<file path="config.mk">
export PLATFORM = sky130hd
export DESIGN_NAME = spi_host_top
export DESIGN_NICKNAME = d
export VERILOG_FILES = /design/src/spi_host_pkg.sv /design/src/spi_cmd_if.sv /design/src/spi_cmd_queue.sv /design/src/spi_shift_engine.sv /design/src/spi_trigger_monitor.sv /design/src/spi_rx_collector.sv /design/src/spi_host_top.sv
export VERILOG_INCLUDE_DIRS = /design/src
export SDC_FILE = /design/constraint.sdc
export NUM_CORES = 1
export LEC_CHECK = 0
export ABC_CLOCK_PERIOD_IN_PS = 4800
export BUFFER_PORTS_ARGS = -buffer_cell sky130_fd_sc_hd__buf_4
export CORE_MARGIN = 4
export CORE_UTILIZATION = 61
export CTS_BUF_LIST = sky130_fd_sc_hd__clkbuf_8
export CTS_CLUSTER_DIAMETER = 60
export DETAILED_ROUTE_END_ITERATION = 16
export GPL_TIMING_DRIVEN = 0
export PLACE_DENSITY = 0.8
export SLEW_MARGIN = 0
export SYNTH_ARGS = -nofsm -noshare
export SYNTH_HDL_FRONTEND = slang
export SYNTH_SLANG_ARGS = --single-unit
export TNS_END_PERCENT = 20
</file>
<file path="constraint.sdc">
create_clock -name clk -period 4.8 [get_ports clk]
set_input_delay 0.48 -clock clk [delete_from_list [all_inputs] [get_ports clk]]
set_output_delay 0.48 -clock clk [all_outputs]
set_load 0.03 [all_outputs]
</file>
<file path="src/spi_host_params.svh">
/* SPI host build parameters
   Frame shape, serial clock divider, queue size and trigger monitor constants */
`ifndef SPI_HOST_PARAMS_SVH
`define SPI_HOST_PARAMS_SVH

// Bits per frame, shifted MSB first
`define SPI_DATA_WIDTH 8

// System clocks per sclk half-period
`define SPI_CLK_DIV 4

// Input queue entries, also the producer's starting credits
`define SPI_QUEUE_DEPTH 4

`define SPI_LFSR_SEED 24'hACE123 // Pattern LFSR reset value

// Low byte of the LFSR after its first step from the seed
`define SPI_TRIG_VALUE 8'h46

`endif

</file>
<file path="src/spi_host_pkg.sv">
/* SPI host shared types
   Engine state encoding and the frame data word */
package spi_host_pkg;

    `include "spi_host_params.svh"

    // One frame worth of serial data
    typedef logic [`SPI_DATA_WIDTH-1:0] spi_frame_t;

    // Shift engine states
    typedef enum logic [1:0] {
        st_idle       = 2'd0, // Waiting for a command
        st_cs_assert  = 2'd1, // Chip select low, MSB on mosi
        st_transfer   = 2'd2,
        st_cs_release = 2'd3  // Chip select high, frame result out
    } spi_state_e;

endpackage

</file>
<file path="src/spi_cmd_if.sv">
/* Command link between input queue and shift engine
   Queue offers bytes, engine hands back its single credit */
`timescale 1ns/1ps

interface spi_cmd_if import spi_host_pkg::*; ();

    logic       cmd_valid;
    spi_frame_t cmd_data;
    logic       cmd_credit;  // Engine free again
    logic       frame_abort; // Frame ended by the trigger monitor

    modport queue_mp (
        output cmd_valid,
        output cmd_data,
        input  cmd_credit,
        input  frame_abort
    );

    modport engine_mp (
        input  cmd_valid,
        input  cmd_data,
        output cmd_credit,
        output frame_abort
    );

endinterface

</file>
<file path="src/spi_cmd_queue.sv">
/* Input queue for transmit bytes
   Circular FIFO with producer credits and one downstream engine credit */
`timescale 1ns/1ps
`include "spi_host_params.svh"

module spi_cmd_queue import spi_host_pkg::*; (
    input  logic         clk,
    input  logic         rst,
    input  logic         in_valid,
    input  spi_frame_t   in_data,
    output logic         in_credit,
    spi_cmd_if.queue_mp  cmd
);

    localparam int DEPTH = `SPI_QUEUE_DEPTH;
    localparam int AW    = $clog2(DEPTH);

    spi_frame_t      mem [DEPTH];
    logic [AW-1:0]   wr_ptr;
    logic [AW-1:0]   rd_ptr;
    logic [AW:0]     count;
    logic            eng_credit; // Engine can take a frame
    logic            pop;

    assign pop = eng_credit && (count != '0);

    always_ff @(posedge clk) begin
        if (in_valid) begin
            mem[wr_ptr] <= in_data;
        end
        if (pop) begin
            cmd.cmd_data <= mem[rd_ptr];
        end
    end

    always_ff @(posedge clk or posedge rst) begin
        if (rst) begin
            wr_ptr        <= '0;
            rd_ptr        <= '0;
            count         <= '0;
            eng_credit    <= 1'b1; // Engine starts empty
            cmd.cmd_valid <= 1'b0;
            in_credit     <= 1'b0;
        end else begin
            cmd.cmd_valid <= pop;
            in_credit     <= pop; // Freed slot goes back to the producer
            if (in_valid) begin
                wr_ptr <= (wr_ptr == AW'(DEPTH - 1)) ? '0 : wr_ptr + 1'b1;
            end
            if (pop) begin
                rd_ptr <= (rd_ptr == AW'(DEPTH - 1)) ? '0 : rd_ptr + 1'b1;
            end
            if (in_valid && !pop) begin
                count <= count + 1'b1;
            end else if (pop && !in_valid) begin
                count <= count - 1'b1;
            end
            if (cmd.cmd_credit) begin
                eng_credit <= 1'b1;
            end else if (pop) begin
                eng_credit <= 1'b0;
            end
        end
    end

    // Producer must respect its credits
    assert property (@(posedge clk) disable iff (rst)
        !(in_valid && count == (AW + 1)'(DEPTH)));

    // Engine returns a credit only for a frame it was given
    assert property (@(posedge clk) disable iff (rst)
        cmd.cmd_credit |-> !eng_credit);

endmodule

</file>
<file path="src/spi_shift_engine.sv">
/* SPI mode 0 shift engine
   Runs one MSB-first frame per command with a divided sclk, abortable mid-frame */
`timescale 1ns/1ps
`include "spi_host_params.svh"

module spi_shift_engine import spi_host_pkg::*; (
    input  logic          clk,
    input  logic          rst,
    spi_cmd_if.engine_mp  cmd,
    input  logic          force_abort,
    input  logic          miso,
    output logic          sclk,
    output logic          mosi,
    output logic          cs_n,
    output logic          rx_strobe,
    output spi_frame_t    rx_byte,
    output logic          abort_strobe,
    output logic          frame_end
);

    localparam int W   = `SPI_DATA_WIDTH;
    localparam int DIV = `SPI_CLK_DIV;
    localparam int DW  = $clog2(DIV);
    localparam int BW  = $clog2(W);

    spi_state_e    state;
    logic [DW-1:0] div_cnt;
    logic [BW-1:0] bit_cnt;
    spi_frame_t    tx_shift;
    spi_frame_t    rx_shift;
    logic          half_done;
    logic          sclk_rise;
    logic          sclk_fall;
    logic          abort_hit;

    assign half_done = (state == st_transfer) && (div_cnt == DW'(DIV - 1));
    assign sclk_rise = half_done && !sclk;
    assign sclk_fall = half_done && sclk;

    // A command arriving together with the abort is dropped too
    assign abort_hit = force_abort && ((state != st_idle) || cmd.cmd_valid);

    // Either way the frame is over
    assign frame_end       = rx_strobe | abort_strobe;
    assign cmd.cmd_credit  = rx_strobe | abort_strobe;
    assign cmd.frame_abort = abort_strobe;

    always_ff @(posedge clk or posedge rst) begin
        if (rst) begin
            state        <= st_idle;
            cs_n         <= 1'b1;
            sclk         <= 1'b0;
            mosi         <= 1'b0;
            div_cnt      <= '0;
            bit_cnt      <= '0;
            rx_strobe    <= 1'b0;
            abort_strobe <= 1'b0;
        end else begin
            rx_strobe    <= 1'b0;
            abort_strobe <= 1'b0;
            if (abort_hit) begin
                state        <= st_idle;
                cs_n         <= 1'b1;
                sclk         <= 1'b0;
                mosi         <= 1'b0;
                div_cnt      <= '0;
                bit_cnt      <= '0;
                abort_strobe <= 1'b1;
            end else begin
                case (state)
                    st_idle: begin
                        if (cmd.cmd_valid) begin
                            state <= st_cs_assert;
                            cs_n  <= 1'b0;
                            mosi  <= cmd.cmd_data[W-1]; // MSB ahead of first rise
                        end
                    end
                    st_cs_assert: begin
                        state   <= st_transfer;
                        div_cnt <= '0;
                    end
                    st_transfer: begin
                        if (half_done) begin
                            div_cnt <= '0;
                            sclk    <= ~sclk;
                            if (sclk_fall) begin
                                if (bit_cnt == BW'(W - 1)) begin
                                    state   <= st_cs_release;
                                    cs_n    <= 1'b1;
                                    mosi    <= 1'b0;
                                    bit_cnt <= '0;
                                end else begin
                                    bit_cnt <= bit_cnt + 1'b1;
                                    mosi    <= tx_shift[W-2];
                                end
                            end
                        end else begin
                            div_cnt <= div_cnt + 1'b1;
                        end
                    end
                    st_cs_release: begin
                        state     <= st_idle;
                        rx_strobe <= 1'b1;
                    end
                    default: state <= st_idle;
                endcase
            end
        end
    end

    // Shift registers and result byte
    always_ff @(posedge clk) begin
        if (state == st_idle && cmd.cmd_valid) begin
            tx_shift <= cmd.cmd_data;
        end else if (sclk_fall) begin
            tx_shift <= tx_shift << 1;
        end
        if (sclk_rise) begin
            rx_shift <= {rx_shift[W-2:0], miso}; // Sample on rising sclk
        end
        if (state == st_cs_release) begin
            rx_byte <= rx_shift;
        end
    end

    assert property (@(posedge clk) disable iff (rst)
        (state == st_transfer) |-> !cs_n);

    // No clock edges toward the slave outside a frame
    assert property (@(posedge clk) disable iff (rst)
        cs_n |-> !sclk);

endmodule

</file>
<file path="src/spi_trigger_monitor.sv">
/* Trigger monitor
   Pattern LFSR stepped once per frame fires a one-cycle abort on a low-byte match */
`timescale 1ns/1ps
`include "spi_host_params.svh"

module spi_trigger_monitor import spi_host_pkg::*; (
    input  logic clk,
    input  logic rst,
    input  logic frame_end,
    output logic force_abort
);

    logic [23:0] lfsr;
    logic        match;
    logic        match_q; // Match already reported

    assign match = (lfsr[7:0] == `SPI_TRIG_VALUE);

    always_ff @(posedge clk or posedge rst) begin
        if (rst) begin
            lfsr <= `SPI_LFSR_SEED;
        end else if (frame_end) begin
            // Fibonacci feedback from taps 23 18 12 2
            lfsr <= {lfsr[22:0], lfsr[23] ^ lfsr[18] ^ lfsr[12] ^ lfsr[2]};
        end
    end

    always_ff @(posedge clk or posedge rst) begin
        if (rst) begin
            match_q     <= 1'b0;
            force_abort <= 1'b0;
        end else begin
            match_q     <= match;
            force_abort <= match && !match_q; // Rearms once the value moves on
        end
    end

endmodule

</file>
<file path="src/spi_rx_collector.sv">
/* Receive collector
   Registers each received byte and counts completed and aborted frames */
`timescale 1ns/1ps

module spi_rx_collector import spi_host_pkg::*; (
    input  logic        clk,
    input  logic        rst,
    input  logic        rx_strobe,
    input  logic        abort_strobe,
    input  spi_frame_t  rx_byte,
    output logic        rx_valid,
    output spi_frame_t  rx_data,
    output logic [15:0] frame_count,
    output logic [15:0] abort_count
);

    always_ff @(posedge clk) begin
        if (rx_strobe) begin
            rx_data <= rx_byte;
        end
    end

    always_ff @(posedge clk or posedge rst) begin
        if (rst) begin
            rx_valid    <= 1'b0;
            frame_count <= '0;
            abort_count <= '0;
        end else begin
            rx_valid <= rx_strobe; // Consumer always accepts
            if (rx_strobe) begin
                frame_count <= frame_count + 1'b1;
            end
            if (abort_strobe) begin
                abort_count <= abort_count + 1'b1;
            end
        end
    end

    // A frame either completes or aborts
    assert property (@(posedge clk) disable iff (rst)
        !(rx_strobe && abort_strobe));

endmodule

</file>
<file path="src/spi_host_top.sv">
/* SPI host top level
   Credit-fed command queue, shift engine, trigger monitor and receive collector */
`timescale 1ns/1ps

module spi_host_top import spi_host_pkg::*; (
    input  logic        clk,
    input  logic        rst,
    input  logic        cmd_valid,
    input  spi_frame_t  cmd_data,
    output logic        cmd_credit,
    output logic        spi_sclk,
    output logic        spi_mosi,
    output logic        spi_cs_n,
    input  logic        spi_miso,
    output logic        rx_valid,
    output spi_frame_t  rx_data,
    output logic [15:0] frame_count,
    output logic [15:0] abort_count
);

    logic       force_abort;
    logic       frame_end;
    logic       rx_strobe;
    logic       abort_strobe;
    spi_frame_t rx_byte;

    spi_cmd_if cmd_if_i ();

    spi_cmd_queue spi_cmd_queue_i (
        .clk       (clk),
        .rst       (rst),
        .in_valid  (cmd_valid),
        .in_data   (cmd_data),
        .in_credit (cmd_credit),
        .cmd       (cmd_if_i.queue_mp)
    );

    spi_shift_engine spi_shift_engine_i (
        .clk          (clk),
        .rst          (rst),
        .cmd          (cmd_if_i.engine_mp),
        .force_abort  (force_abort),
        .miso         (spi_miso),
        .sclk         (spi_sclk),
        .mosi         (spi_mosi),
        .cs_n         (spi_cs_n),
        .rx_strobe    (rx_strobe),
        .rx_byte      (rx_byte),
        .abort_strobe (abort_strobe),
        .frame_end    (frame_end)
    );

    spi_trigger_monitor spi_trigger_monitor_i (
        .clk         (clk),
        .rst         (rst),
        .frame_end   (frame_end),
        .force_abort (force_abort)
    );

    spi_rx_collector spi_rx_collector_i (
        .clk          (clk),
        .rst          (rst),
        .rx_strobe    (rx_strobe),
        .abort_strobe (abort_strobe),
        .rx_byte      (rx_byte),
        .rx_valid     (rx_valid),
        .rx_data      (rx_data),
        .frame_count  (frame_count),
        .abort_count  (abort_count)
    );

endmodule

</file>
==> results by group, run 1 <==
STA
  • Final worst path period need: 2.08 ns
  • Final worst setup slack: 2.72 ns
  • Final period util: 0.433
  • Worst-margin pin slew: 0.646 ns
  • Fin. Hold Viols: 0
  • Finish-stage setup viols: 0
  • RSZ-0062 raised after global routing: no
  • Total negative slack: 0 ns
  • Max Freq: 481 MHz
  • Slew Viols, Final: 0
  • Fin Clk Skew: 0.00807 ns
  • Worst slew margin: 0.568

Synth
  • Ranking of synthesized cells by area: edfxtp_1 (36%), dfrtp_1 (28%), mux2_2 (6.4%)
  • Register bit total from synthesis: 151
  • Register area share after synthesis: 0.698
  • Syn Nets: between 400 and 500
  • Syn Area/Cell: about 16 um2
  • Post-synthesis cell type count: 38
  • Top cell type's share of synthesized area: 0.359
  • Post-Synthesis Cells: 375
  • Leading area contributor after synthesis: edfxtp_1
  • Yosys warnings: 0
  • Mapped cell area: between 5000 and 6000 um2

Global route
  • Number of global-route vias before repair: 3250
  • GRT Util Overall: 0.168
  • Initial antenna violation count: 0
  • Grt ovf: 0
  • First-pass GRT wire length: 15100 um
  • Largest net degree at the start of global routing: 77

Power
  • Sw Share: 0.246
  • Static leakage: 2.98 nW
  • Clk network pwr share: 0.358
  • Combinational Power Share: 0.053
  • Peak supply drop: around 0.26 mV
  • Seq pwr share: 0.589
  • Pint: ~1.9 mW
  • PwrDens: 356 nW/um2
  • Switching pwr: between 600 and 700 uW

Detailed routing
  • Routed WL: 8580 um
  • Routed len/inst: 14.4 um
  • Total number of vias: 3132
  • Pre-antenna DRT Iters: 4
  • DRC Markers: 0
  • Post-DRT Antenna Nets: 0
  • Iter 0 DRT Violations: 109
  • Vias/cell: about 5.3

Clock network
  • TritonCTS Sinks: ~150
  • H-tree depth: 4
  • Maximum root-to-sink buffer count: 2
  • CTS tree: built
  • Clock root buffer: clkbuf_8
  • Clock latency on the worst-skew pair: around 0.43 ns
  • CTS buffer count: 17
  • Worst-path clk slew: 0.09 ns

Setup path
  • WP data required: 5.16 ns
  • CP max FO: 5
  • Startpoint Class: flop
  • CP max stage delay: 0.43 ns
  • CP Capture Type: flop
  • CP cell instances: nor3_1 -> nand2b_1 -> ha_1 -> inv_1 -> fa_1 -> xor2_1 -> nor2_1 -> xor2_1
  • Crit path DAT: about 2.4 ns
  • CP dominant cell by count: xor2_1
  • Kind of critical path: flop to flop
  • Crit-path slowest cell: dfrtp_1

Cells and area
  • Fillers: between 600 and 700
  • Share of layout cells above drive strength 1: 0.338
  • Sequential Area: 4150 um2
  • Final net count: 480
  • Antenna diodes: 0
  • Area grow syn2layout: 16.6%
  • Area of the multi-input gates: 1700 um2

Floorplan
  • Starting density of the core: 0.634
  • Die height: between 100 and 150 um
  • Cell Rows: 35
  • I/O pins: 57
  • Full die area: 11400 um2
  • Die W: approximately 110 um
  • CORE AREA: roughly 9400 um2

Flow run
  • Maxcap violations: 0

Run status
  • Status: finished clean

Placed design
  • Gpl congestion: 0.776
  • DP Wirelength: around 6000 um
  • Post-Place Worst Slack: 2.72 ns
  • Port bufs: 56

Hold path
  • Hold crit path type: primary input to flop
through the flow:
step	hold WS [ns]	area, um2	util	instances	total power, mW
floorplan	0.378	5940	-	375	1.56
global placement	0.387	6530	0.696	560	1.60
detailed placement	0.370	6560	0.700	561	1.62
CTS	0.193	6930	0.740	594	2.49
global route	0.195	6930	0.740	594	2.58
finish	0.217	6930	0.740	594	2.47
metal layers:
metal | track usage | wire (um) | vias to the layer above
met2 | 0.273 | 4330 | 68
li1 | - | - | 1500
met3 | 0.0476 | 389 | 13
met1 | 0.216 | 3710 | 1551
met5 | 0 | 0 | -
met4 | 0.0612 | 141 | 0
cell usage after synthesis:
cell type and number:
edfxtp_1 71, dfrtp_1 67, mux2_2 34, xnor2_1 25
nand2_1 20, nor2_1 19, ha_1 15, nand3_1 15
dfstp_2 13, xor2_1 12, inv_1 11, mux4_2 8
nand4_1 8, o21ai_0 7, a21oi_1 6, and2_1 5
nand2b_1 5, buf_4 4, nor3_1 4, buf_2 3
and4_1 2, mux2i_1 2, nor2_2 2, nor2b_1 2
o21a_1 2, a21o_1 1, a31oi_1 1, and3_1 1
and4b_1 1, buf_1 1, fa_1 1, nand3b_1 1
nand4_2 1, nand4_4 1, nor3b_1 1, nor4_2 1
nor4bb_1 1, or3_4 1
critical path: cells and delay by family (launching register included):
kind | cells | cell delay [ns]
XOR/XNOR | 2 | 0.30
buffers and inverters | 1 | 0.06
adder cells (fa/ha/maj) | 2 | 0.59
flip-flops | 1 | 0.43
AND/OR/NAND/NOR | 3 | 0.62
kinds of logic (layout without fill, tap and decap cells):
group / after synthesis / count (layout) / share of synthesized area
muxes: 44 / 44 / 0.0981
adders and majority gates: 16 / 16 / 0.0349
AOI/OAI and AO/OA: 17 / 17 / 0.0158
xor gates and xnor gates: 37 / 37 / 0.0545
buffers and inverters: 19 / 109 / 0.0152
and+or+nand+nor: 91 / 91 / 0.0834
DFF: 151 / 151 / 0.698
sequential cells by signal (all words and copies together) (netlist names), 2 cells and up:
name	cells
spi_cmd_queue_i.cmd.cmd_data	8
spi_cmd_queue_i.count	3
spi_cmd_queue_i.mem	32
spi_cmd_queue_i.rd_ptr	2
spi_cmd_queue_i.wr_ptr	2
spi_rx_collector_i.abort_count	16
spi_rx_collector_i.frame_count	16
spi_rx_collector_i.rx_data	8
spi_shift_engine_i.bit_cnt	3
spi_shift_engine_i.div_cnt	2
spi_shift_engine_i.rx_byte	8
spi_shift_engine_i.rx_shift	8
spi_shift_engine_i.state	2
spi_shift_engine_i.tx_shift	7
spi_trigger_monitor_i.lfsr	24
area by class of cell:
cell class | count | share of cell area
Buffer | 8 | 0.00704
Clock buffer | 17 | 0.0338
Clock inverter | 15 | 0.0190
Inverter | 11 | 0.00632
Multi-Input combinational cell | 205 | 0.246
Sequential cell | 151 | 0.599
Tap cell | 129 | 0.0233
Timing Repair Buffer | 58 | 0.0661
final timing paths:
path	from	to	slack (ns)	cells past startpoint
min in group asynchronous	rst	spi_cmd_queue_i.count[1]$_DFFE_PP0P_	0.48	3
max in group asynchronous	rst	spi_trigger_monitor_i.lfsr[19]$_DFFE_PP1P_	3.73	4
max reg2reg	spi_cmd_queue_i.count[0]$_DFFE_PP0P_	spi_cmd_queue_i.count[2]$_DFFE_PP0P_	2.72	8
min reg2reg	spi_trigger_monitor_i.match_q$_DFF_PP0_	spi_trigger_monitor_i.force_abort$_DFF_PP0_	0.40	1
min	spi_miso	spi_shift_engine_i.rx_shift[0]$_DFFE_PP_	0.22	1
max	spi_cmd_queue_i.count[0]$_DFFE_PP0P_	spi_cmd_queue_i.count[2]$_DFFE_PP0P_	2.72	8
timing repair:
item,CTS,global route
buffers inserted,0,0
hold buffers,1,0
resized for setup,0,0
hold endpoints to repair,4,0
cell usage in the layout (no fill, tap or decap), drive strengths merged, types with 3 or more instances in the layout:
master   n
edfxtp  71
dfrtp   67
buf     65
mux2    34
xnor2   25
nor2    21
inv     21
nand2   20
clkbuf  17
nand3   15
ha      15
dfstp   13
xor2    12
nand4   10
mux4     8
o21ai    7
a21oi    6
nand2b   5
and2     5
nor3     4
clkinv   3
power groups by stage:
stage	registers, mW	clock network [mW]	logic (mW)
after global placement	1.47	0	0.122
final	1.45	0.881	0.132
after floorplan	1.47	0	0.0925
after detailed placement	1.48	0	0.135
after CTS	1.45	0.904	0.137
after global routing	1.46	0.966	0.156
(Power assumes the default switching activity.)
==> inputs of run 2 (changes only) <==
- ABC_CLOCK_PERIOD_IN_PS: 4800 -> 1900
- CORE_UTILIZATION: 61 -> 55
- PLACE_DENSITY: 0.8 -> 0.76
- clock period: 4.8 -> 1.9 ns (I/O delays scaled with it)
==> results by group, run 2 (synthesized netlist as in run 1, its figures left out) <==
Hold path
  • Hold crit path type: flop to flop
  • Worst Hold End: spi_trigger_monitor_i.force_abort$_DFF_PP0_
  • Hold Crit Depth: 1 (unchanged)
  • Hold_sp: spi_trigger_monitor_i.match_q$_DFF_PP0_

Clock network
  • CTS tree: built
  • H-tree depth: 4 (unchanged)
  • Clock latency on the worst-skew pair: 0.43 ns (about the same)
  • TritonCTS Sinks: 151 (unchanged)
  • CTS buffer count: 17 (unchanged)
  • Worst-path clk slew: 0.08 ns (about the same)
  • Clock root buffer: clkbuf_8
  • Maximum root-to-sink buffer count: 2 (unchanged)

STA
  • Final worst path period need: 1.79 ns (-0.285 ns)
  • Final worst setup slack: 0.107 ns (-2.61 ns)
  • RSZ-0062 raised after global routing: yes
  • Slew Viols, Final: 0 (unchanged)
  • Max Freq: 558 MHz (+16%)
  • Fin. Hold Viols: 0 (unchanged)
  • Worst slew margin: 0.424 (-0.144)
  • Worst-margin pin slew: 0.863 ns (+0.217 ns)
  • Finish-stage setup viols: 0 (unchanged)
  • Fin Clk Skew: 0.0105 ns (+0.00241 ns)
  • Final period util: 0.944 (+0.511)

Detailed routing
  • Total number of vias: 3176 (+1.4%)
  • Vias/cell: 5.17 (-1.9%)
  • Iter 0 DRT Violations: 148 (+36%)
  • Routed WL: 9170 um (+6.9%)
  • Routed len/inst: 14.9 um (+3.4%)
  • Pre-antenna DRT Iters: 4 (unchanged)
  • DRC Markers: 0 (unchanged)
  • Post-DRT Antenna Nets: 0 (unchanged)

Setup path
  • Reg-to-reg critical path startpoint: spi_cmd_queue_i.count[0]$_DFFE_PP0P_
  • R2R setup slack: 0.11 ns (-2.61 ns)
  • CP max FO: 2 (-3)
  • Crit-path slowest cell: dfrtp_1
  • WP data required: 2.25 ns (-2.91 ns)
  • Startpoint Class: flop
  • CP Capture Type: flop
  • Worst path top cell family by delay: adder cells
  • Kind of critical path: flop to flop
  • CP max stage delay: 0.39 ns (-0.04 ns)
  • CP cell instances: nor3_2 -> nand2b_4 -> ha_2 -> inv_1 -> fa_2 -> xor2_1 -> nor2_1 -> xor2_1
  • Crit path buf inv count: 1 (unchanged)
  • RR Endpoint: spi_cmd_queue_i.count[2]$_DFFE_PP0P_
  • Reg2reg path depth: 8 (unchanged)
  • Crit path DAT: 2.14 ns (-0.30 ns)
  • CP dominant cell by count: xor2_1

Cells and area
  • Biggest regs: spi_cmd_queue_i.mem: 32 flops, spi_trigger_monitor_i.lfsr: 24 flops
  • Area grow syn2layout: 20.2%
  • Most flops, register: spi_cmd_queue_i.mem
  • Post-layout util: 0.686 (-0.0536)
  • Design area: 7150 um2 (+3.1%)
  • Commonest non-fill, non-tap cells in the layout: edfxtp_1 (71), dfrtp_1 (66), buf_4 (63), mux2_2 (34), xnor2_1 (25)
  • Final net count: 493 (+2.7%)
  • Most common cell after layout, fill and taps aside: edfxtp_1
  • Largest register FFs: 32 (unchanged)
  • Share of layout cells above drive strength 1: 0.349 (+0.0117)
  • Antenna diodes: 0 (unchanged)

Floorplan
  • Starting density of the core: 0.571 (-0.0636)
  • CORE AREA: 10400 um2 (+11%)
  • Full die area: 12500 um2 (+10%)
  • Cell Rows: 37 (+5.7%)
  • Die W: 112 um (+4.9%)
  • Die height: 112 um (+4.9%)
  • I/O pins: 57 (unchanged)

Run status
  • Status: finished clean

Power
  • Combinational Power Share: 0.063 (+0.010)
  • Seq pwr share: 0.553 (-0.036)
  • Peak supply drop: 0.612 mV (+140%)
  • Switching pwr: 1.48 mW (+140%)
  • Clk network pwr share: 0.384 (+0.026)
  • Static leakage: 3.06 nW (+2.6%)
  • Sw Share: 0.224 (-0.0225)
  • Pint: 5.13 mW (+180%)
  • PwrDens: 926 nW/um2 (+160%)

Global route
  • GRT Util Overall: 0.160 (-0.00807)
  • Initial antenna violation count: 0 (unchanged)
  • Largest net degree at the start of global routing: 42 (-45%)
  • Number of global-route vias before repair: 3333 (+2.6%)
  • Grt ovf: 0 (unchanged)
  • First-pass GRT wire length: 15900 um (+5.2%)

Placed design
  • Cell area after placement: 6560 um2 (about the same)
  • Port bufs: 56 (unchanged)
  • DP Wirelength: 6230 um (+3.2%)
  • Post-Place Worst Slack: -0.155 ns (-2.88 ns)
  • Gpl congestion: 0.740 (-4.7%)

Flow run
  • Maxcap violations: 0 (unchanged)
run 2: changes by cell type in the layout (fill, tap and decap cells not counted), sizes merged:
cell         previous run  this run
buf                    65        68
bufinv                  0         3
clkbuf                 17        18
clkinv                  3         5
clkinvlp                2         3
dlygate4sd3             1        11
inv                    21        14
run 2: stage by stage:
step                setup TNS, ns  hold WS, ns  total power, mW  instances
floorplan                       0        0.286             3.95        375
global placement           -0.174        0.370             4.04        567
detailed placement         -0.268        0.370             4.09        568
CTS                             0        0.394             6.69        614
global route              -0.0112        0.400             6.91        614
finish                          0        0.394             6.62        614
run 2: power by group through the flow:
stage / combinational [mW] / sequential, mW / clock (mW)
after detailed placement: 0.352 / 3.74 / 0
final: 0.415 / 3.66 / 2.54
after CTS: 0.427 / 3.66 / 2.60
after global placement: 0.311 / 3.72 / 0
after global routing: 0.471 / 3.68 / 2.77
after floorplan: 0.234 / 3.72 / 0
run 2: timing repair:
action	4_1_cts	5_1_grt
endpoints found under the hold margin	62	0
setup endpoints to repair	2	29
pin swaps	0	1
resized for setup	3	6
buffers inserted	3	0
hold buffers	11	0
run 2: worst register-to-register path, stage by stage, from the launching register on:
cell      delay (ns)
dfrtp_1         0.39
nor3_2          0.21
nand2b_4        0.16
ha_2            0.18
inv_1           0.06
fa_2            0.33
xor2_1          0.14
nor2_1          0.11
xor2_1          0.15
run 2: cell type report:
| type | instances | area [um2] |
|---|---|---|
| flip-flops and latches | 151 | 4150 |
| fillers | 733 | 3270 |
| multi-input cells | 205 | 1730 |
| repair buffers | 71 | 573 |
| clock buffers | 18 | 248 |
| clock inverters | 14 | 175 |
| well taps | 136 | 170 |
| plain buffers | 8 | 48.8 |
| inverters | 11 | 45.0 |
run 2: routing by layer:
metal / vias to the layer above / track usage / routed length (um)
met3: 10 / 0.0484 / 384
li1: 1528 / - / -
met4: 0 / 0.0545 / 99
met2: 59 / 0.263 / 4670
met5: - / 0 / 0
met1: 1579 / 0.203 / 4010
run 2: how the worst max path moves through the flow:
stage                                      endpoint                                  from  depth (start not counted)
5_1_grt        spi_cmd_queue_i.count[2]$_DFFE_PP0P_  spi_cmd_queue_i.count[0]$_DFFE_PP0P_                          8
3_5_place_dp   spi_cmd_queue_i.count[2]$_DFFE_PP0P_  spi_cmd_queue_i.count[1]$_DFFE_PP0P_                          8
6_report       spi_cmd_queue_i.count[2]$_DFFE_PP0P_  spi_cmd_queue_i.count[0]$_DFFE_PP0P_                          8
2_1_floorplan  spi_cmd_queue_i.count[2]$_DFFE_PP0P_  spi_cmd_queue_i.count[0]$_DFFE_PP0P_                          8
4_1_cts        spi_cmd_queue_i.count[2]$_DFFE_PP0P_  spi_cmd_queue_i.count[1]$_DFFE_PP0P_                          8
3_3_place_gp   spi_cmd_queue_i.count[2]$_DFFE_PP0P_  spi_cmd_queue_i.count[0]$_DFFE_PP0P_                          8
